### config.mk
export PLATFORM = sky130hd
export DESIGN_NAME = dcacheTagWays
export DESIGN_NICKNAME = d
export VERILOG_FILES = /design/src/hdl/dcachePkg.sv /design/src/hdl/dcacheTagWays.sv
export SDC_FILE = /design/constraint.sdc
export NUM_CORES = 2
export LEC_CHECK = 0
export CAP_MARGIN = 20
export CELL_PAD_IN_SITES_DETAIL_PLACEMENT = 1
export CELL_PAD_IN_SITES_GLOBAL_PLACEMENT = 2
export CORE_ASPECT_RATIO = 1.5
export CORE_MARGIN = 10
export CORE_UTILIZATION = 44
export CTS_CLUSTER_DIAMETER = 150
export DETAILED_ROUTE_END_ITERATION = 10
export DONT_BUFFER_PORTS = 1
export GPL_ROUTABILITY_DRIVEN = 0
export PLACE_DENSITY_LB_ADDON = 0.1
export SLEW_MARGIN = 5
export SYNTH_ARGS = -nofsm -noshare
export SYNTH_HDL_FRONTEND = slang
export SYNTH_SLANG_ARGS = --single-unit
export TNS_END_PERCENT = 1
### constraint.sdc
create_clock -name clk -period 5.8 [get_ports clk]
set_input_delay 1.16 -clock clk [delete_from_list [all_inputs] [get_ports clk]]
set_output_delay 1.16 -clock clk [all_outputs]
set_load 0.01 [all_outputs]
### src/hdl/dcachePkg.sv
package dcachePkg;

	// ----------------------------------------
	// cache geometry
	// ----------------------------------------
	localparam int AddrW = 32;
	// 32 byte lines, 5 offset bits
	localparam int LineBytes = 32;
	localparam int OffW = 5;
	localparam int LineBits = LineBytes * 8;
	// 16 sets x 4 ways = 64 lines
	localparam int NumSets = 16;
	localparam int SetW = 4;
	localparam int NumWays = 4;
	localparam int WayW = 2;
	localparam int NumLines = NumSets * NumWays;
	// tag is what is left of the address
	localparam int TagW = AddrW - SetW - OffW;
	// width of the load path word
	localparam int WordBytes = 8;
	// two fault bits stored next to each line
	localparam int FaultW = 2;

	// replacement LFSR, any nonzero seed works
	localparam int LfsrW = 16;
	localparam logic [LfsrW-1:0] LfsrSeed = 16'hACE1;

	// ----------------------------------------
	// maintenance register offsets
	// ----------------------------------------
	localparam logic [3:0] CsrInvAll = 4'h0;
	localparam logic [3:0] CsrInvLine = 4'h4;
	localparam logic [3:0] CsrHitCnt = 4'h8;
	localparam logic [3:0] CsrMissCnt = 4'hC;

	// byte address split into tag / set / offset
	typedef struct packed {
		logic [TagW-1:0] tag;
		logic [SetW-1:0] set;
		logic [OffW-1:0] off;
	} cacheAdr_t;

	// index into the line memory, way in the upper bits
	typedef struct packed {
		logic [WayW-1:0] way;
		logic [SetW-1:0] set;
	} lineNo_t;

	// one line load from the next memory level
	typedef struct packed {
		cacheAdr_t adr;
		logic [LineBytes-1:0] sel;
		logic [LineBits-1:0] data;
		logic [FaultW-1:0] fault;
	} fillReq_t;

	typedef struct packed {
		logic psel;
		logic penable;
		logic pwrite;
		logic [3:0] paddr;
		logic [31:0] pwdata;
	} apbReq_t;

	typedef struct packed {
		logic [31:0] prdata;
		logic pready;
		logic pslverr;
	} apbRsp_t;

endpackage

### src/hdl/dcacheTagWays.sv
module dcacheTagWays import dcachePkg::*; (
	input  logic            clk,
	input  logic            rst,
	input  cacheAdr_t       rdAdr_i,
	input  logic            fillEn_i,
	input  cacheAdr_t       fillAdr_i,
	input  logic            invAll_i,
	input  logic            invLine_i,
	input  cacheAdr_t       invAdr_i,
	input  logic [WayW-1:0] victimWay_i,
	output logic            rdHit_o,
	output lineNo_t         rdLine_o,
	output lineNo_t         wrLine_o
);

	// one tag array and one valid vector per way
	logic [TagW-1:0] tagMem [NumWays][NumSets];
	logic [NumSets-1:0] valid [NumWays];

	cacheAdr_t mAdr;
	logic [NumWays-1:0] rdHitWay;
	logic [NumWays-1:0] mHitWay;
	logic [WayW-1:0] rdWay;
	logic [WayW-1:0] mWay;
	logic [WayW-1:0] fillWay;
	logic mHit;
	logic fillGo;

	// ----------------------------------------
	// compare
	// ----------------------------------------

	// maintenance port looks at the invalidate address while one is pending
	assign mAdr = (invAll_i || invLine_i) ? invAdr_i : fillAdr_i;

	always_comb begin
		for (int w = 0; w < NumWays; w++) begin
			rdHitWay[w] = valid[w][rdAdr_i.set] && (tagMem[w][rdAdr_i.set] == rdAdr_i.tag);
			mHitWay[w] = valid[w][mAdr.set] && (tagMem[w][mAdr.set] == mAdr.tag);
		end
	end

	// encode hit vectors to a way number, at most one bit is set
	always_comb begin
		rdWay = '0;
		mWay = '0;
		for (int w = 0; w < NumWays; w++) begin
			if (rdHitWay[w])
				rdWay = WayW'(w);
			if (mHitWay[w])
				mWay = WayW'(w);
		end
	end

	assign rdHit_o = |rdHitWay;
	assign rdLine_o = '{way: rdWay, set: rdAdr_i.set};
	assign mHit = |mHitWay;

	// invalidation takes priority, the fill is dropped
	assign fillGo = fillEn_i && !invAll_i && !invLine_i;
	// refill in place on a hit, else take the LFSR way
	assign fillWay = mHit ? mWay : victimWay_i;

	// ----------------------------------------
	// update
	// ----------------------------------------

	always_ff @(posedge clk) begin
		if (rst) begin
			for (int w = 0; w < NumWays; w++)
				valid[w] <= '0;
		end else if (invAll_i) begin
			for (int w = 0; w < NumWays; w++)
				valid[w] <= '0;
		end else if (invLine_i) begin
			// only the way holding the address is dropped
			for (int w = 0; w < NumWays; w++) begin
				if (mHitWay[w])
					valid[w][mAdr.set] <= 1'b0;
			end
		end else if (fillEn_i && !mHit) begin
			valid[victimWay_i][mAdr.set] <= 1'b1;
		end
	end

	// tag only changes on a fill miss
	always_ff @(posedge clk) begin
		if (fillGo && !mHit)
			tagMem[victimWay_i][fillAdr_i.set] <= fillAdr_i.tag;
	end

	// line for the data write one cycle later
	always_ff @(posedge clk) begin
		if (rst) begin
			wrLine_o <= '0;
		end else if (fillGo) begin
			wrLine_o <= '{way: fillWay, set: fillAdr_i.set};
		end
	end

	// fills must never leave two ways holding the same tag in a set
	assert property (@(posedge clk) disable iff (rst) $onehot0(rdHitWay) && $onehot0(mHitWay))
		else $error("more than one way hits a single address");

endmodule

* Word-level counts from Yosys, hierarchy flattened
Memory sizes are Yosys's and may differ from the RTL's.
Cells that the tools add are included.
** Word-level totals
- Register bits after elaboration :: 6
- RAM bits :: 1536
- Input port bits :: 103
- Output and inout port bits :: 13
- Word-level logic and storage cells :: 266
- Memories :: 2
** Cells by class
- $lt $le $gt $ge :: 7
- Equality and inequality tests :: 8
- Muxes and demuxes :: 155
- Bitwise operators :: 71
- Reductions and logical operators :: 21
** Memory list
- tagMem :: depth 4, bits a word 368, rd ports 4, clocked after memory_dff 0, wr ports 1, line dcacheTagWays.sv:17 : logic [TagW-1:0] tagMem [NumWays][NumSets];
- valid :: depth 4, bits a word 16, rd ports 4, clocked after memory_dff 0, wr ports 4, line dcacheTagWays.sv:18 : logic [NumSets-1:0] valid [NumWays];
** Operator list (count)
- $bmux 23 s4 :: 8
- $mux 23 :: 17
- $mux 368 :: 1
- $eq 23x23->1 :: 8
- $mux 16 :: 11
- $mux 1 :: 101
- $demux 23 s4 :: 1
- $or 1x1->1 :: 68
- $bmux 1 s4 :: 8
- $mux 32 :: 1
- $reduce_or 16->1 :: 1
- $ge 5x5->1 const B :: 3
- $not 4->5 :: 3
- $logic_and 1x1->1 :: 14
- $mux 2 :: 6
- $lt 4x5->1 const B :: 2
- $reduce_or 4->1 :: 2
- $lt 5x1->1 const B :: 1
- $demux 1 s4 :: 1
- $ge 4x1->1 const B :: 1
- $logic_not 1->1 :: 3
- $logic_or 1x1->1 :: 1

* Longest topological paths before layout
- Word-level depth :: 18
- Depth in mapped cells :: 20
- Depth with buffers taken out :: 12

* Least setup slack after synthesis
OpenSTA, ideal clock, no wires.
- Kind :: input port to output port
- Start :: in rdAdr_i[5] in the netlist's numbering
- End :: out rdHit_o
- Arrival :: 4464 ps
- Required time :: 4640 ps
- Path slack :: 176 ps
- Stages :: 12
- Buffers on the path :: 6
- Path through :: buf_2 -> buf_2 -> buf_2 -> buf_2 -> buf_2 -> clkbuf_1 -> mux4_2 -> mux4_2 -> xor2_1 -> nor4_1 -> nand3_1 -> nand4_1
** Between the ends
- Longest elaborated chain between the ends :: 7
- Elaborated cells on any way between the ends :: 30
- Those cells by class :: eq/ne: 4; mux: 20; bitwise: 1; reduce/logical: 5
** RTL lines
- start, declared :: line dcacheTagWays.sv:4 : input cacheAdr_t rdAdr_i,
- $not 4->5 (not written as such) :: line dcacheTagWays.sv:38 : rdHitWay[w] = valid[w][rdAdr_i.set] && (tagMem[w][rdAdr_i.set] == rdAdr_i.tag);
- $bmux 23 s4 :: line dcacheTagWays.sv:38
- $mux 23 (not written as such) (2 in series) :: line dcacheTagWays.sv:38
- $eq 23x23->1 :: line dcacheTagWays.sv:38
- $logic_and 1x1->1 :: line dcacheTagWays.sv:38
- $reduce_or 4->1 (*) :: line dcacheTagWays.sv:55 : assign rdHit_o = |rdHitWay;
- end, declared :: line dcacheTagWays.sv:11 : output logic rdHit_o,
Every way passes the cells marked *; elsewhere a longest branch is shown, timed or not. The select of a mux whose other input is x is not followed.

* Worst setup path in the final report
Same ends and word-level chain as after synthesis.

==> reports/summary.md <==
The share of the synthesized area in compound gates (AO/OA/AOI/OAI) was 0.105. The synthesized design contains 1,536 enable-type register cells. The combinational family with the most area after synthesis is multiplexers. Dividing the detail-routed via count by the number of cells gives 6.99. The final global-route overflow total was 0; the clock buffer count from CTS was 154. The number of antenna violations at the first check in global routing is 13. The type of the setup path with the least slack is in2out.

The proportion of layout cells with a drive suffix above 1 works out to 0.244. The initial standard-cell utilization of the core was 0.443; the synthesized flop and latch total was 1,542. The H-tree was split into 4 levels. For the critical path arrival, the log shows 5.94 ns. The met3 usage in global routing came out at 0.0660.

The worst hold path begins at rst. Among all flip-flop cells after synthesis, the most frequent one is sky130_fd_sc_hd__edfxtp_1. The count of unique library cells instantiated by Yosys came out at 55. The fraction of power spent switching nets is 0.231, and the count of clock tree sinks is 1,542.

In this run the deepest clock path goes through 3 buffers. The area share of the largest cell type after synthesis is 0.657, and the area of the mapped netlist is 70,200 µm². The fraction of the core area covered by cells at the end of the flow came out at 0.507. The analysis attributes to net switching a power of 0.00567 W. Yosys attributes the largest share of cell area to sky130_fd_sc_hd__edfxtp_1, sky130_fd_sc_hd__mux4_2, sky130_fd_sc_hd__o22ai_1, sky130_fd_sc_hd__o21ai_0, sky130_fd_sc_hd__xor2_1. Across all layers, the routed design uses 45,400 vias. Derived from the worst setup path, the maximum achievable clock frequency is 141 MHz. For the DRC marker count from the first detailed-route iteration, the log shows 4,820. The startpoint identified for the worst register-to-register timing path is valid[3][7]$_SDFFCE_PN0P_. The dominant cell by count in the synthesized netlist was sky130_fd_sc_hd__edfxtp_1. Once detailed placement completed, the half-perimeter wirelength came to 156,000 µm. The worst setup path startpoint was rdAdr_i[5]. The critical path startpoint category is an input pin. For the sequential share of power, the log shows 0.504. The count of final max-slew check failures is 386, and the via count of the first global-routing pass is 47,100. The post-layout minimum cycle time came out at 7.10 ns.

The critical path goes through mux4_2 -> mux4_2 -> xor2_1 -> nor4_1 -> nand4_1 -> or3_4 -> nand4_1. The total of warnings raised by yosys was 0. Once detail routing completed, the nets flagged for antenna violations numbered 0. Between clock sinks in the finished design, the worst skew comes to 0.0258 ns. The slowest stage cell on the critical path was sky130_fd_sc_hd__mux4_2. The combined global-route utilization of all metal layers came out at 0.294. The final number of hold-violating endpoints is 0, and the horizontal die dimension is 346 µm. After clock tree synthesis, the setup repair step added 0 buffers. The run gives 0.088 as the power share of the combinational group. IR analysis of the VDD net gives a maximum drop of 0.000284 V. Clock tree root driver cell: sky130_fd_sc_hd__clkbuf_16. Pin placement for this block handled 116 I/O pins. The top cell type by total area after synthesis is sky130_fd_sc_hd__edfxtp_1.

The count of buffers from port buffering was 0; the areal power density over the cells was 305 nW/µm². Met2 layer usage reported by global route: 0.503. The checks that failed: slew limit, setup timing. The fraction of registers with async set or reset after synthesis came out at 0. The first global-routing pass estimated 366,000 µm of wire. The ratio of final minimum period to clock period was 1.22.

Entering global routing, the biggest net connects 386 pins. The slew at the pin with the worst max-slew slack works out to 2.93 ns. Across the run, the number of max-cap violations was 0. By count the netlist is led by sky130_fd_sc_hd__edfxtp_1, sky130_fd_sc_hd__o22ai_1, sky130_fd_sc_hd__mux4_2. The peak per-stage delay on the critical path came out at 1.50 ns. The pre-antenna-repair detailed-routing pass consisted of 5 iterations. The headroom to the max-slew limit was -0.956. In the synthesized netlist, the number of instances is 4,225. The run finished, with violations left.

The routed length per placed instance came out at 40.7 µm. The later pin in the worst-skew pair is clocked with a latency of 0.82 ns. Site row count: 179. The core footprint is 159,000 µm², and the final instance area is 80,400 µm². The kind of cell adding the most delay to the critical path is multiplexers.

Counting both buffers and inverters, the worst setup path holds a total of 0. At the worst endpoint, the required time is 4.64 ns. After clock tree synthesis, the clock-pin slew on the worst setup and hold paths is 0.06 ns.

At the end of the flow, the number of nets in the layout was 4,393. The post-synthesis adder-cell area fraction is 0, and the multiplexer share of the synthesized area is 0.157. For this design the static power due to leakage is 24.3 nW.

The routed design has 265,000 µm of wire. Of all nets on the critical path, the largest fanout is 385. Summed over all failing endpoints, the final setup total negative slack is -3.84 ns.

The internal power summed over all cells came out at 0.0188 W. STA classifies the critical path endpoint as an output pin. The path class of the tightest hold or removal check is in2reg.

Relative to the synthesized area, the layout overhead comes to 14.5%. The fraction of power consumed by the clock network was 0.409. TritonCTS built the clock tree. The global routing's busiest layer was met2. The area fraction in and, or, nand and nor cells after synthesis is 0.0300.

Measured along the y axis, the die boundary spans 509 µm. Overall power consumption after layout is estimated at 0.0245 W. Timing analysis after detailed placement gives a worst setup slack of -0.201 ns. The mean post-synth cell area was 16.6 µm²; the area of the die was 176,000 µm². The logs give 75,400 µm² for the placement-stage cell area and 0.659 for the sequential area share after synthesis. Setup violations remaining at the end of the flow were counted as 3. The number of nets handed over by synthesis was 4,328. The synthesized-area fraction occupied by xor and xnor cells was 0.0226; the global-route track usage on met1 was 0.353. For this run, design rule violations remaining after detail routing come to 0. The post-layout worst setup margin came out at -1.30 ns.
through the flow:
stage / std cells / hold WS (ns)
global placement: 6214 / 0.499
global route: 6493 / 0.393
finish: 6500 / 0.412
floorplan: 4225 / 0.481
CTS: 6492 / 0.358
detailed placement: 6215 / 0.500
registers in the layout, indices dropped and copies added, names as in the netlist:
signal	count
valid	64
wrLine_o	6
tagMem	1472
power by group through the flow:
stage,clock [W],combinational [W],sequential [W]
floorplan,0,0.00142,0.0126
global placement,0,0.00208,0.0126
detailed placement,0,0.00209,0.0126
CTS,0.0102,0.00210,0.0123
global route,0.0106,0.00221,0.0123
finish,0.0100,0.00215,0.0123
final timing paths:
path	endpoint	slack, ns	cells past startpoint
max	rdHit_o	-1.30	7
min	wrLine_o[1]$_SDFFE_PP0P_	0.41	1
max reg2reg	tagMem[3][39]$_DFFE_PP_	1.84	14
min reg2reg	wrLine_o[1]$_SDFFE_PP0P_	0.50	2
area by class of cell:
class,count,area (µm²)
Inverter,2,7.51
Clock buffer,183,4050
Antenna cell,8,20.0
Tap cell,2081,2600
Sequential cell,1542,46200
Clock inverter,94,853
Fill cell,14600,78200
Timing Repair Buffer,267,3870
Multi-Input combinational cell,2323,22700
cell families after synthesis:
group / count (synthesis)
muxes: 502
AOI/OAI and AO/OA: 1245
and+or+nand+nor: 395
DFF: 1542
buffers and inverters: 360
xor gates and xnor gates: 181
cell usage in the layout (no fill, tap or decap), types with 4 or more instances in the layout:
master                       Yosys  routed
sky130_fd_sc_hd__nor2b_1         7       7
sky130_fd_sc_hd__a21oi_1        43      43
sky130_fd_sc_hd__mux2i_1        23       8
sky130_fd_sc_hd__buf_12          0     149
sky130_fd_sc_hd__xor2_1        111     111
sky130_fd_sc_hd__a22o_1          4       4
sky130_fd_sc_hd__o21ai_0       363     360
sky130_fd_sc_hd__clkinvlp_4      0       6
sky130_fd_sc_hd__mux4_2        479     479
sky130_fd_sc_hd__buf_4          10     118
sky130_fd_sc_hd__clkinv_1        0      37
sky130_fd_sc_hd__xnor2_1        70      70
sky130_fd_sc_hd__o21ai_1        41      43
sky130_fd_sc_hd__nand2_4         2       4
sky130_fd_sc_hd__clkbuf_1      109      25
sky130_fd_sc_hd__inv_6           0       6
sky130_fd_sc_hd__clkbuf_16       0     158
sky130_fd_sc_hd__bufinv_16       0      14
sky130_fd_sc_hd__nand2b_1        5       5
sky130_fd_sc_hd__a22oi_1        32      32
sky130_fd_sc_hd__clkinv_2        0      26
sky130_fd_sc_hd__o22ai_1       738     738
sky130_fd_sc_hd__nand3_4         5       5
sky130_fd_sc_hd__nor4_2          0       4
sky130_fd_sc_hd__mux2i_2         0      15
sky130_fd_sc_hd__nor2_1        143      78
sky130_fd_sc_hd__dfxtp_1         6       6
sky130_fd_sc_hd__nand4_1       115     115
sky130_fd_sc_hd__edfxtp_1     1536    1536
sky130_fd_sc_hd__a211oi_1        5       5
sky130_fd_sc_hd__nor4_1         29      25
sky130_fd_sc_hd__diode_2         0       8
sky130_fd_sc_hd__nor2_4          0      65
sky130_fd_sc_hd__nand3_1         9       9
sky130_fd_sc_hd__nand2_1        55      52
sky130_fd_sc_hd__nand3b_1        4       4
what timing repair did:
action | 4_1_cts | 5_1_grt
hold buffers | 0 | 0
endpoints found under the setup margin | 0 | 3
gates resized for setup | 0 | 6
layer usage:
| metal | vias up | share of wire |
|---|---|---|
| li1 | 18100 | - |
| met1 | 24700 | 0.37 |
| met2 | 2107 | 0.50 |
| met3 | 517 | 0.079 |
| met4 | 6 | 0.049 |
| met5 | - | 0.00014 |
Power figures use the tool's default switching activity.
