**src/hdl/dcachePkg.sv**
```systemverilog
package dcachePkg;

	// ----------------------------------------
	// cache geometry
	// ----------------------------------------
	localparam int AddrW = 32;
	// 32 byte lines, 5 offset bits
	localparam int LineBytes = 32;
	localparam int OffW = 5;
	localparam int LineBits = LineBytes * 8;
	// 16 sets x 4 ways = 64 lines
	localparam int NumSets = 16;
	localparam int SetW = 4;
	localparam int NumWays = 4;
	localparam int WayW = 2;
	localparam int NumLines = NumSets * NumWays;
	// tag is what is left of the address
	localparam int TagW = AddrW - SetW - OffW;
	// width of the load path word
	localparam int WordBytes = 8;
	// two fault bits stored next to each line
	localparam int FaultW = 2;

	// replacement LFSR, any nonzero seed works
	localparam int LfsrW = 16;
	localparam logic [LfsrW-1:0] LfsrSeed = 16'hACE1;

	// ----------------------------------------
	// maintenance register offsets
	// ----------------------------------------
	localparam logic [3:0] CsrInvAll = 4'h0;
	localparam logic [3:0] CsrInvLine = 4'h4;
	localparam logic [3:0] CsrHitCnt = 4'h8;
	localparam logic [3:0] CsrMissCnt = 4'hC;

	// byte address split into tag / set / offset
	typedef struct packed {
		logic [TagW-1:0] tag;
		logic [SetW-1:0] set;
		logic [OffW-1:0] off;
	} cacheAdr_t;

	// index into the line memory, way in the upper bits
	typedef struct packed {
		logic [WayW-1:0] way;
		logic [SetW-1:0] set;
	} lineNo_t;

	// one line load from the next memory level
	typedef struct packed {
		cacheAdr_t adr;
		logic [LineBytes-1:0] sel;
		logic [LineBits-1:0] data;
		logic [FaultW-1:0] fault;
	} fillReq_t;

	typedef struct packed {
		logic psel;
		logic penable;
		logic pwrite;
		logic [3:0] paddr;
		logic [31:0] pwdata;
	} apbReq_t;

	typedef struct packed {
		logic [31:0] prdata;
		logic pready;
		logic pslverr;
	} apbRsp_t;

endpackage

```
**src/hdl/dcacheMaintApb.sv**
```systemverilog
module dcacheMaintApb import dcachePkg::*; (
	input  logic      clk,
	input  logic      rst,
	input  apbReq_t   apb_i,
	output apbRsp_t   apb_o,
	input  logic      rdEn_i,
	input  logic      rdHit_i,
	output logic      invAll_o,
	output logic      invLine_o,
	output cacheAdr_t invAdr_o
);

	logic access;
	logic wrAccess;
	logic [31:0] hitCnt;
	logic [31:0] missCnt;
	logic [31:0] rdData;
	logic isReg;
	logic isRo;
	logic slvErr;

	// access phase of a transfer, pready is always high
	assign access = apb_i.psel && apb_i.penable;
	assign wrAccess = access && apb_i.pwrite;

	// ----------------------------------------
	// register decode
	// ----------------------------------------
	always_comb begin
		rdData = '0;
		isReg = 1'b1;
		isRo = 1'b0;
		case (apb_i.paddr)
			// command registers read back as zero
			CsrInvAll, CsrInvLine: rdData = '0;
			CsrHitCnt: begin
				rdData = hitCnt;
				isRo = 1'b1;
			end
			CsrMissCnt: begin
				rdData = missCnt;
				isRo = 1'b1;
			end
			default: isReg = 1'b0;
		endcase
	end

	// error on unknown offsets and on writes to the counters
	assign slvErr = access && (!isReg || (apb_i.pwrite && isRo));
	assign apb_o = '{prdata: rdData, pready: 1'b1, pslverr: slvErr};

	// invalidate pulses, one cycle after the access
	always_ff @(posedge clk) begin
		if (rst) begin
			invAll_o <= 1'b0;
			invLine_o <= 1'b0;
		end else begin
			invAll_o <= wrAccess && (apb_i.paddr == CsrInvAll) && apb_i.pwdata[0];
			invLine_o <= wrAccess && (apb_i.paddr == CsrInvLine);
		end
	end

	// address held for the tag compare
	always_ff @(posedge clk) begin
		if (wrAccess && (apb_i.paddr == CsrInvLine))
			invAdr_o <= cacheAdr_t'(apb_i.pwdata[AddrW-1:0]);
	end

	// lookup statistics, both wrap
	always_ff @(posedge clk) begin
		if (rst) begin
			hitCnt <= '0;
			missCnt <= '0;
		end else if (rdEn_i) begin
			if (rdHit_i)
				hitCnt <= hitCnt + 32'd1;
			else
				missCnt <= missCnt + 32'd1;
		end
	end

	// access phase always comes out of a setup phase
	assert property (@(posedge clk) disable iff (rst)
		apb_i.penable |-> apb_i.psel && $past(apb_i.psel))
		else $error("APB penable without a preceding psel");

endmodule

```
**config.mk**
```make
export PLATFORM = sky130hd
export DESIGN_NAME = dcacheMaintApb
export DESIGN_NICKNAME = d
export VERILOG_FILES = /design/src/hdl/dcachePkg.sv /design/src/hdl/dcacheMaintApb.sv
export SDC_FILE = /design/constraint.sdc
export NUM_CORES = 1
export LEC_CHECK = 0
export ABC_AREA = 1
export BUFFER_PORTS_ARGS = -buffer_cell sky130_fd_sc_hd__buf_2
export CAP_MARGIN = 30
export CORE_ASPECT_RATIO = 1.1
export CORE_MARGIN = 2
export CORE_UTILIZATION = 55
export CTS_CLUSTER_DIAMETER = 40
export DETAILED_ROUTE_END_ITERATION = 16
export PLACE_DENSITY = 0.83
export SYNTH_ARGS = -nofsm -noshare
export SYNTH_HDL_FRONTEND = slang
export SYNTH_SLANG_ARGS = --single-unit
export TNS_END_PERCENT = 20
```
**constraint.sdc**
```tcl
create_clock -name clk -period 2.47 [get_ports clk]
set_input_delay 0.1235 -clock clk [delete_from_list [all_inputs] [get_ports clk]]
set_output_delay 0.1235 -clock clk [all_outputs]
set_load 0.02 [all_outputs]
```
Yosys cells after proc, flatten, opt, wreduce, memory -nomap -nowiden
Index checks and enable logic that the tools add are counted.
{"block": "word_totals", "regBits": 98, "out_inout_bits": 68}
{"block": "classes", "n_addsub": 2, "n_reduce_logical": 14, "eq_ne": 3, "bitwise_logic": 1, "mux": 3}
{"op": "32-bit by 1-bit adder with 32-bit output (second input constant)", "count": 2}
{"op": "32-bit case mux with 2 select lines", "count": 1}
{"op": "4-bit equality test (second input constant)", "count": 2}
{"op": "1-bit logical AND", "count": 7}
{"op": "4-bit by 3-bit equality test with 1-bit output (second input constant)", "count": 1}
{"op": "4-bit zero test", "count": 1}
{"op": "2-bit AND reduction", "count": 2}
{"op": "4-bit OR reduction", "count": 1}
{"op": "1-bit 2-to-1 mux", "count": 2}
{"op": "2-bit OR reduction", "count": 1}
{"op": "1-bit zero test", "count": 1}
{"op": "1-bit logical OR", "count": 1}
{"op": "1-bit inverter", "count": 1}

Longest topological paths before layout
Gate-level depths: netlist of run 1.
{"block": "depth", "depth_word": 6, "ltp_mapped": 10, "ltp_nobuf": 9}

Least setup slack after synthesis of run 1
Ideal clock, no wire load.
{"block": "synth_timing", "path_type": "in2reg", "from": "input port apb_i[33] in the netlist's numbering", "to": "register invAdr_o[0] in the netlist's numbering (enable)", "path_stages": 3, "t_required_ns": 2.049, "setup_slack_ns": 0.211, "t_arrival_ns": 1.837, "cell_sequence": "nor2_1 -> nand4_1 -> nor2_1"}
{"block": "synth_between", "elab_chain_len": 2}
{"item": "from (decl)", "line": "dcacheMaintApb.sv:4", "source": "input apbReq_t apb_i,"}
{"item": "4-bit by 3-bit equality test with 1-bit output", "line": "dcacheMaintApb.sv:65", "source": "if (wrAccess && (apb_i.paddr == CsrInvLine))"}
{"item": "1-bit logical AND", "line": "dcacheMaintApb.sv:65"}
{"item": "to (signal assigned)", "line": "dcacheMaintApb.sv:66", "source": "invAdr_o <= cacheAdr_t'(apb_i.pwdata[AddrW-1:0]);"}
{"item": "to (decl)", "line": "dcacheMaintApb.sv:10", "source": "output cacheAdr_t invAdr_o"}
No other way between the ends.
A chain may end at the register's enable or synchronous reset.

Final worst setup path of run 1
{"block": "layout_timing", "from": "register hitCnt[1]", "to": "register hitCnt[10]"}
{"block": "layout_between", "elab_chain_len": 1}
{"item": "from (decl)", "line": "dcacheMaintApb.sv:15", "source": "logic [31:0] hitCnt;"}
{"item": "from (signal assigned)", "line": "dcacheMaintApb.sv:76", "source": "hitCnt <= hitCnt + 32'd1;"}
{"item": "32-bit by 1-bit adder with 32-bit output", "line": "dcacheMaintApb.sv:76"}
No other way between the ends.

==> impl_metrics.ini, run 1 <==
[yosys]
ys_warn_count = 0
synth.most_common_cell = nand2_1
synth_cells = 658
avgSynthCellArea_um2 = 7.61
synth-seq-cells = 98
synthArstFlopShare = 0
synth_edf_count = 32
syn_area_mm2 = 0.00501
synth_top_cell_by_area = dfxtp_1
syn_nets = 703
synth_top_area_frac = 0.264
ys.flop_type = dfxtp_1
synth_common_cells = 126 x nand2_1, 103 x inv_1, 85 x nor2_1
synth_cell_type_count = 32
seq_area_frac_synth = 0.456
ys_top_cells_by_area = dfxtp_1 26%, edfxtp_1 19%, nand2_1 9.4%

[floorplan]
die_h_um = 104
fp.dieW_um = 95
die-area_mm2 = 0.00989
io_pins = 111
core_mm2 = 0.00887
start_util = 0.565
row_count = 36

[cts]
cts_root_buf = clkbuf_8
cts_buffer_depth = 2
cts_setup_buffers = 0
cts_resized = 0
cts_sinks = 98
hold_buffers = 32
cts_tree = yes
insertion_delay_ns = 0.36
cts_buffers = 9
clkTransAtPathRegs_ns = 0.09
htree_num_levels = 3

[worst_setup_path]
worstPathMaxFanout = 4
critPathMaxStageDelay_ns = 0.39
worstPathRequired_ns = 2.71
crit_chain = ha_1 > nand3_2 > nor2_4 > inv_2 > nor2_1 > nand2_1 > nor2_1 > nor3b_2
critPathLaunch = hitCnt[1]
cpMaxStageDelayCell = dfxtp_1
critPathCaptureType = flip-flop
worstSetupPathType = flip-flop to flip-flop
reg2reg_from = hitCnt[1]
path_common_cell = nor2_1
crit_path_start_kind = flip-flop
arrival_ns = 1.85

[global_routing]
grt_max_degree = 38
grt_pass1_vias = 4563
grt_pass1_wl_um = 21000
gr-usage-all-layers = 0.268
overflow = 0
antenna_found_initial = 0

[pwr]
power_frac_clock = 0.356
p_int_uw = 2240
combinationalPowerShare = 0.060
leakage_uw = 0.00239
p_per_area_mw_per_mm2 = 464
seqPwrFrac = 0.584
power.switching_uw = 627
swShare = 0.219
peakVddDrop_uv = 324

[routing]
routed_wirelength_um = 13200
drt_iter0_drc = 319
post_drt_wl_per_cell_um = 14.4
postRouteAntennaNets = 0
vias = 4905
wl_met1_um = 5450
vias_per_cell = 5.35
top_layer_used = met4
drc = 0
wl_met3_um = 950
first_pass_iters = 5
wl_met2_um = 6520

[sta]
maxSlewViolCount = 0
finalHoldViolations = 0
finalCritPeriodShare = 0.653
relSlewSlack = 0.659
whs_ns = 0.0723
finalClockSkew_ns = 0.0112
rsz0062_at_grt = no
worst_pin_slew_ns = 0.510
max_freq_mhz = 620
setup_viol = 0
period_needed_ns = 1.61
tns_ns = 0

[cells_and_area]
final_core_util = 0.696
drive_above_1_share = 0.232
fin_nets = 843
diodes = 0
area.growth.synth_to_final_pct = 23.3
nFillCells = 689

[status]
outcome = complete, no violations

[min_path]
min-delay-start = apb_i[34]
min_path_type = primary input to flip-flop

[place]
port_buffers = 109
gp_congestion = 0.913
dp_hpwl_um = 9540

[run]
maxCapViolCount = 0
layer usage:
layer  vias up  global-route usage
li1       2416                   -
met1      2237               0.314
met2       226               0.478
met3        26              0.0370
met4         0               0.118
met5         -                   0
layout by cell type, fill, tap and decap left out, drive strengths merged, types with 23 or more instances in the layout:
cell,n
o21ai,25
buf,113
nand2,134
nor2,114
a21oi,38
nor3,23
dfxtp,66
o22ai,32
inv,108
dlygate4sd3,32
edfxtp,32
nand3,51
final timing paths:
check                           cells past startpoint         end  slack (ns)
worst max-delay path                                8  hitCnt[10]        0.86
worst min register to register                      2   hitCnt[9]        0.50
worst min-delay path                                4    invAll_o        0.07
worst max register to register                      8  hitCnt[10]        0.86
metrics by stage:
stage	worst slack, ns	total power, uW	instances	instance area [um^2]
2_1_floorplan	0.211	1780	658	5010
3_3_place_gp	1.03	1830	869	5660
3_5_place_dp	0.952	1840	869	5660
4_1_cts	0.875	2880	917	6170
5_1_grt	0.731	2960	917	6170
6_report	0.857	2860	917	6170
power groups by stage:
stage                     Sequential (uW)  Clock (uW)  Combinational [uW]
after floorplan                      1710           0                67.8
after global placement               1710           0                 123
after detailed placement             1710           0                 127
after CTS                            1670        1040                 168
after global routing                 1670        1100                 186
final                                1670        1020                 172
cell families after synthesis:
kind of cell	Yosys count	synth area share
AO/OA/AOI/OAI	96	0.104
XOR/XNOR	1	0.00175
adder cells (fa/ha/maj)	2	0.00499
buffers and inverters	125	0.0982
flip-flops	98	0.456
other	1	0.000749
AND/OR/NAND/NOR	335	0.334
critical path, delay by kind of cell (launching register included):
family / cells / cell delay [ns]
AND/OR/NAND/NOR: 6 / 0.78
flip-flops: 1 / 0.39
buffers and inverters: 1 / 0.08
adder cells (fa/ha/maj): 1 / 0.24
cell type report:
cell class | instances | area (um^2) | share of cell area
Clock buffer | 10 | 138 | 0.0223
Multi-Input combinational cell | 435 | 2240 | 0.363
Clock inverter | 6 | 56.3 | 0.00912
Timing Repair Buffer | 145 | 908 | 0.147
Inverter | 109 | 409 | 0.0663
Sequential cell | 98 | 2280 | 0.370
Tap cell | 114 | 143 | 0.0231
state kept, by name, indices dropped and copies added (netlist names):
| name | count |
|---|---|
| hitCnt | 32 |
| invAdr_o | 32 |
| invAll_o | 1 |
| invLine_o | 1 |
| missCnt | 32 |
Power figures use the tool's default switching activity.
==> run 2, diff against run 1 <==
- clock period: 2.47 -> 1.6 ns (I/O delays scaled with it)
==> impl_metrics.ini, run 2 (synthesis gave the netlist of run 1 again) <==
[cells_and_area]
post-route-cell-area_mm2 = 0.00632
fin_nets = 847
reg_top3 = hitCnt: 32 flops, invAdr_o: 32 flops, missCnt: 32 flops
final_core_util = 0.712
drive_above_1_share = 0.239
mostFrequentLayoutCells = 126 x nand2_1, 109 x buf_2, 103 x inv_1
area.growth.synth_to_final_pct = 26.1
nFillCells = 665
final_common_cell = nand2_1
diodes = 0

[worst_setup_path]
path_common_cell = nor2_4
arrival_ns = 1.81
ff2ff_path_depth = 8
crit_chain = ha_2 > nand3_2 > nor2_4 > nand3_4 > nor2_4 > nand3_1 > nand2_1 > nor2_1
endpoint = hitCnt[26]
crit_path_start_kind = flip-flop
worstSetupPathType = flip-flop to flip-flop
reg2reg_from = hitCnt[1]
worstPathRequired_ns = 1.86
critPathMaxStageDelay_ns = 0.40
worstPathMaxFanout = 6
critPathCaptureType = flip-flop
rrSetupSlack_ns = 0.05
critPathLaunch = hitCnt[1]
cpMaxStageDelayCell = dfxtp_1
r2r-end = hitCnt[26]

[sta]
max_freq_mhz = 644
finalClockSkew_ns = 0.0151
finalCritPeriodShare = 0.970
maxSlewViolCount = 0
setup_viol = 0
rsz0062_at_grt = yes
finalHoldViolations = 0
period_needed_ns = 1.55

[global_routing]
grt_max_degree = 52
grt_pass1_wl_um = 20300
grt_pass1_vias = 4544
gr-usage-all-layers = 0.259
antenna_found_initial = 0
overflow = 0

[routing]
postRouteAntennaNets = 0
first_pass_iters = 6
vias_per_cell = 5.34
vias = 4918
drt_iter0_drc = 311
drc = 0
post_drt_wl_per_cell_um = 14.1
routed_wirelength_um = 12900

[cts]
cts_sinks = 98
insertion_delay_ns = 0.37
cts_buffer_depth = 2
cts_root_buf = clkbuf_8
cts_setup_buffers = 0
cts_buffers = 9
clkTransAtPathRegs_ns = 0.09
htree_num_levels = 3
cts_tree = yes

[floorplan]
die_h_um = 104
start_util = 0.565
io_pins = 111
row_count = 36
fp.dieW_um = 95
die-area_mm2 = 0.00989
core_mm2 = 0.00887

[pwr]
leakage_uw = 0.00244
peakVddDrop_uv = 496
p_per_area_mw_per_mm2 = 779

[min_path]
min_path_type = primary input to flip-flop

[run]
maxCapViolCount = 0

[status]
outcome = complete, no violations

[place]
gp_congestion = 0.907
dpl-instance-area_mm2 = 0.00570
dp_hpwl_um = 9410
port_buffers = 109
[run 2: cell count changes in the layout (fill, tap and decap cells not counted), moves of 2 or more]
| cell | previous run | this run |
|---|---|---|
| nor2_4 | 15 | 19 |
| clkinv_2 | 3 | 0 |
| ha_2 | 0 | 2 |
| ha_1 | 2 | 0 |
| bufinv_16 | 1 | 4 |
| nor2_2 | 14 | 12 |
| buf_4 | 3 | 5 |
[run 2: per-stage QoR]
stage                     total power [uW]  cells  worst slack [ns]  hold WS [ns]  TNS (ns)
after floorplan                       2750    658             0.212         0.179         0
after global placement                2830    872             0.173         0.257         0
after detailed placement              2840    872            0.0845         0.259         0
after CTS                             4940    920            0.0666        0.0354         0
after global routing                  5060    921           -0.0324        0.0814   -0.0324
final                                 4920    921            0.0477        0.0443         0
[run 2: per-layer routing]
layer  global-route usage  wire [um]
met1                0.316       5350
met4                0.101        274
met3               0.0399        939
met5                    0          0
met2                0.450       6380
[run 2: what timing repair did]
action                                  in CTS  in global routing
resized for setup                            0                  6
hold endpoints to repair                    33                  0
endpoints found under the setup margin       0                  5
hold buffers                                32                  0
[run 2: how the worst min path moves through the flow]
stage | from | to | slack, ns | cells after the start
after floorplan | apb_i[0] | invAdr_o[0] | 0.18 | 0
after global placement | apb_i[23] | invAdr_o[23] | 0.26 | 1
after detailed placement | apb_i[11] | invAdr_o[11] | 0.26 | 1
after CTS | apb_i[34] | invAll_o | 0.04 | 4
after global routing | apb_i[34] | invAll_o | 0.08 | 4
final | apb_i[34] | invAll_o | 0.04 | 4
[run 2: cell type report]
type | count | area (um^2) | share of cell area
clock inverters | 6 | 128 | 0.0202
repair buffers | 148 | 943 | 0.149
inverters | 109 | 409 | 0.0648
multi-input cells | 436 | 2270 | 0.360
flip-flops and latches | 98 | 2280 | 0.362
clock buffers | 10 | 138 | 0.0218
well taps | 114 | 143 | 0.0226
[run 2: critical path, delay by kind of cell, from the launching register on]
family	cells	cell delay, ns
adder cells (fa/ha/maj)	1	0.23
flip-flops	1	0.40
AND/OR/NAND/NOR	7	0.82
[run 2: where the power goes]
group / leakage (uW) / switching (uW) / internal, uW / total (uW)
clock: 0.000132 / 843 / 1230 / 2070
sequential: 0.000820 / 8.45 / 2580 / 2580
combinational: 0.00149 / 139 / 128 / 267
total: 0.00244 / 990 / 3930 / 4920
==> run 3, diff against run 2 <==
- BUFFER_PORTS_ARGS: -buffer_cell sky130_fd_sc_hd__buf_2 -> -buffer_cell sky130_fd_sc_hd__buf_4
- CTS_CLUSTER_DIAMETER: 40 -> 100
- SKIP_CTS_REPAIR_TIMING: unset -> 1
==> impl_metrics.ini, run 3 (synthesis gave the netlist of run 1 again) <==
[routing]
routed_wirelength_um = 13300
wl_met3_um = 979
vias_per_cell = 5.35
drc = 0
wl_met2_um = 6490
post_drt_wl_per_cell_um = 14.3
drt_iter0_drc = 251
postRouteAntennaNets = 0
vias = 4955
first_pass_iters = 5
top_layer_used = met4
wl_met1_um = 5470

[cts]
cts_sinks = 98
clkTransAtPathRegs_ns = 0.09
cts_buffer_depth = 2
cts_root_buf = clkbuf_8
htree_num_levels = 3
cts_buffers = 9
insertion_delay_ns = 0.37
cts_tree = yes

[cells_and_area]
final_common_cell = nand2_1
fin_nets = 853
final_cells = 927
area.growth.synth_to_final_pct = 30.5
drive_above_1_share = 0.242
diodes = 0
reg_top3 = hitCnt: 32 flops, invAdr_o: 32 flops, missCnt: 32 flops
mostFrequentLayoutCells = 126 x nand2_1, 121 x buf_4, 103 x inv_1

[worst_setup_path]
reg2reg_from = hitCnt[1]
critPathCaptureType = flip-flop
worstPathMaxFanout = 5
worstSetupPathType = flip-flop to flip-flop
arrival_ns = 1.81
critPathLaunch = hitCnt[1]
crit_path_start_kind = flip-flop
worstPathRequired_ns = 1.90

[global_routing]
grt_max_degree = 33
gr-usage-all-layers = 0.256
grt_pass1_vias = 4419
grt_pass1_wl_um = 20000
overflow = 0
antenna_found_initial = 0

[sta]
max_freq_mhz = 662
setup_viol = 0
tns_ns = 0
rsz0062_at_grt = no
fin_ws_ns = 0.0904
finalHoldViolations = 0
maxSlewViolCount = 0
finalCritPeriodShare = 0.943
period_needed_ns = 1.51
finalClockSkew_ns = 0.0158
whs_ns = 0.0470

[floorplan]
io_pins = 111
row_count = 36
core_mm2 = 0.00887
die_h_um = 104
die-area_mm2 = 0.00989
start_util = 0.565
fp.dieW_um = 95

[min_path]
min-delay-start = apb_i[34]
min_path_type = primary input to flip-flop

[pwr]
p_per_area_mw_per_mm2 = 668
peakVddDrop_uv = 381
leakage_uw = 0.00249

[place]
dp_cells = 872
dp_hpwl_um = 9660
port_buffers = 109
dp_slack_ns = 0.109
gp_congestion = 0.871

[status]
outcome = complete, no violations

[run]
maxCapViolCount = 0
[run 3: cell types whose count changed in the layout (fill, tap and decap cells not counted), sizes merged]
cell    change
buf         +7
clkinv      +2
clkbuf      +2
nor2        -1
bufinv      -4
[run 3: metal layers]
metal / up-vias / track usage
li1: 2442 / -
met1: 2254 / 0.312
met3: 33 / 0.0370
met4: 0 / 0.118
met5: - / 0
met2: 226 / 0.438
[run 3: final cells by class]
| type | count | area, um^2 |
|---|---|---|
| clock buffer | 12 | 156 |
| clock inverter | 4 | 16.3 |
| fill | 652 | 2330 |
| inverter | 109 | 409 |
| multi-input combinational | 435 | 2260 |
| sequential | 98 | 2290 |
| tap | 114 | 143 |
| timing repair buffer | 155 | 1270 |
[run 3: per-stage QoR]
step           total power [uW]   util  area, um^2
6_report                   4370  0.737        6540
5_1_grt                    4500  0.737        6540
4_1_cts                    4310  0.691        6130
3_5_place_dp               2870  0.672        5960
3_3_place_gp               2860  0.672        5960
2_1_floorplan              2750      -        5020
[run 3: worst paths after layout]
check	slack, ns	cells after the start	to
max	0.09	7	hitCnt[12]
min	0.05	4	invAll_o
max reg2reg	0.09	7	hitCnt[12]
min reg2reg	0.50	2	missCnt[1]
[run 3: critical path: stages, from the launching register on]
cell,delay (ns)
dfxtp_4,0.37
ha_2,0.20
nand3_2,0.10
nor2_4,0.19
nand3_4,0.15
buf_4,0.17
buf_4,0.12
a21oi_1,0.14
[run 3: power breakdown]
part	internal (uW)	switching [uW]	total (uW)
clock network	645	837	1480
registers	2580	8.55	2580
logic	157	145	302
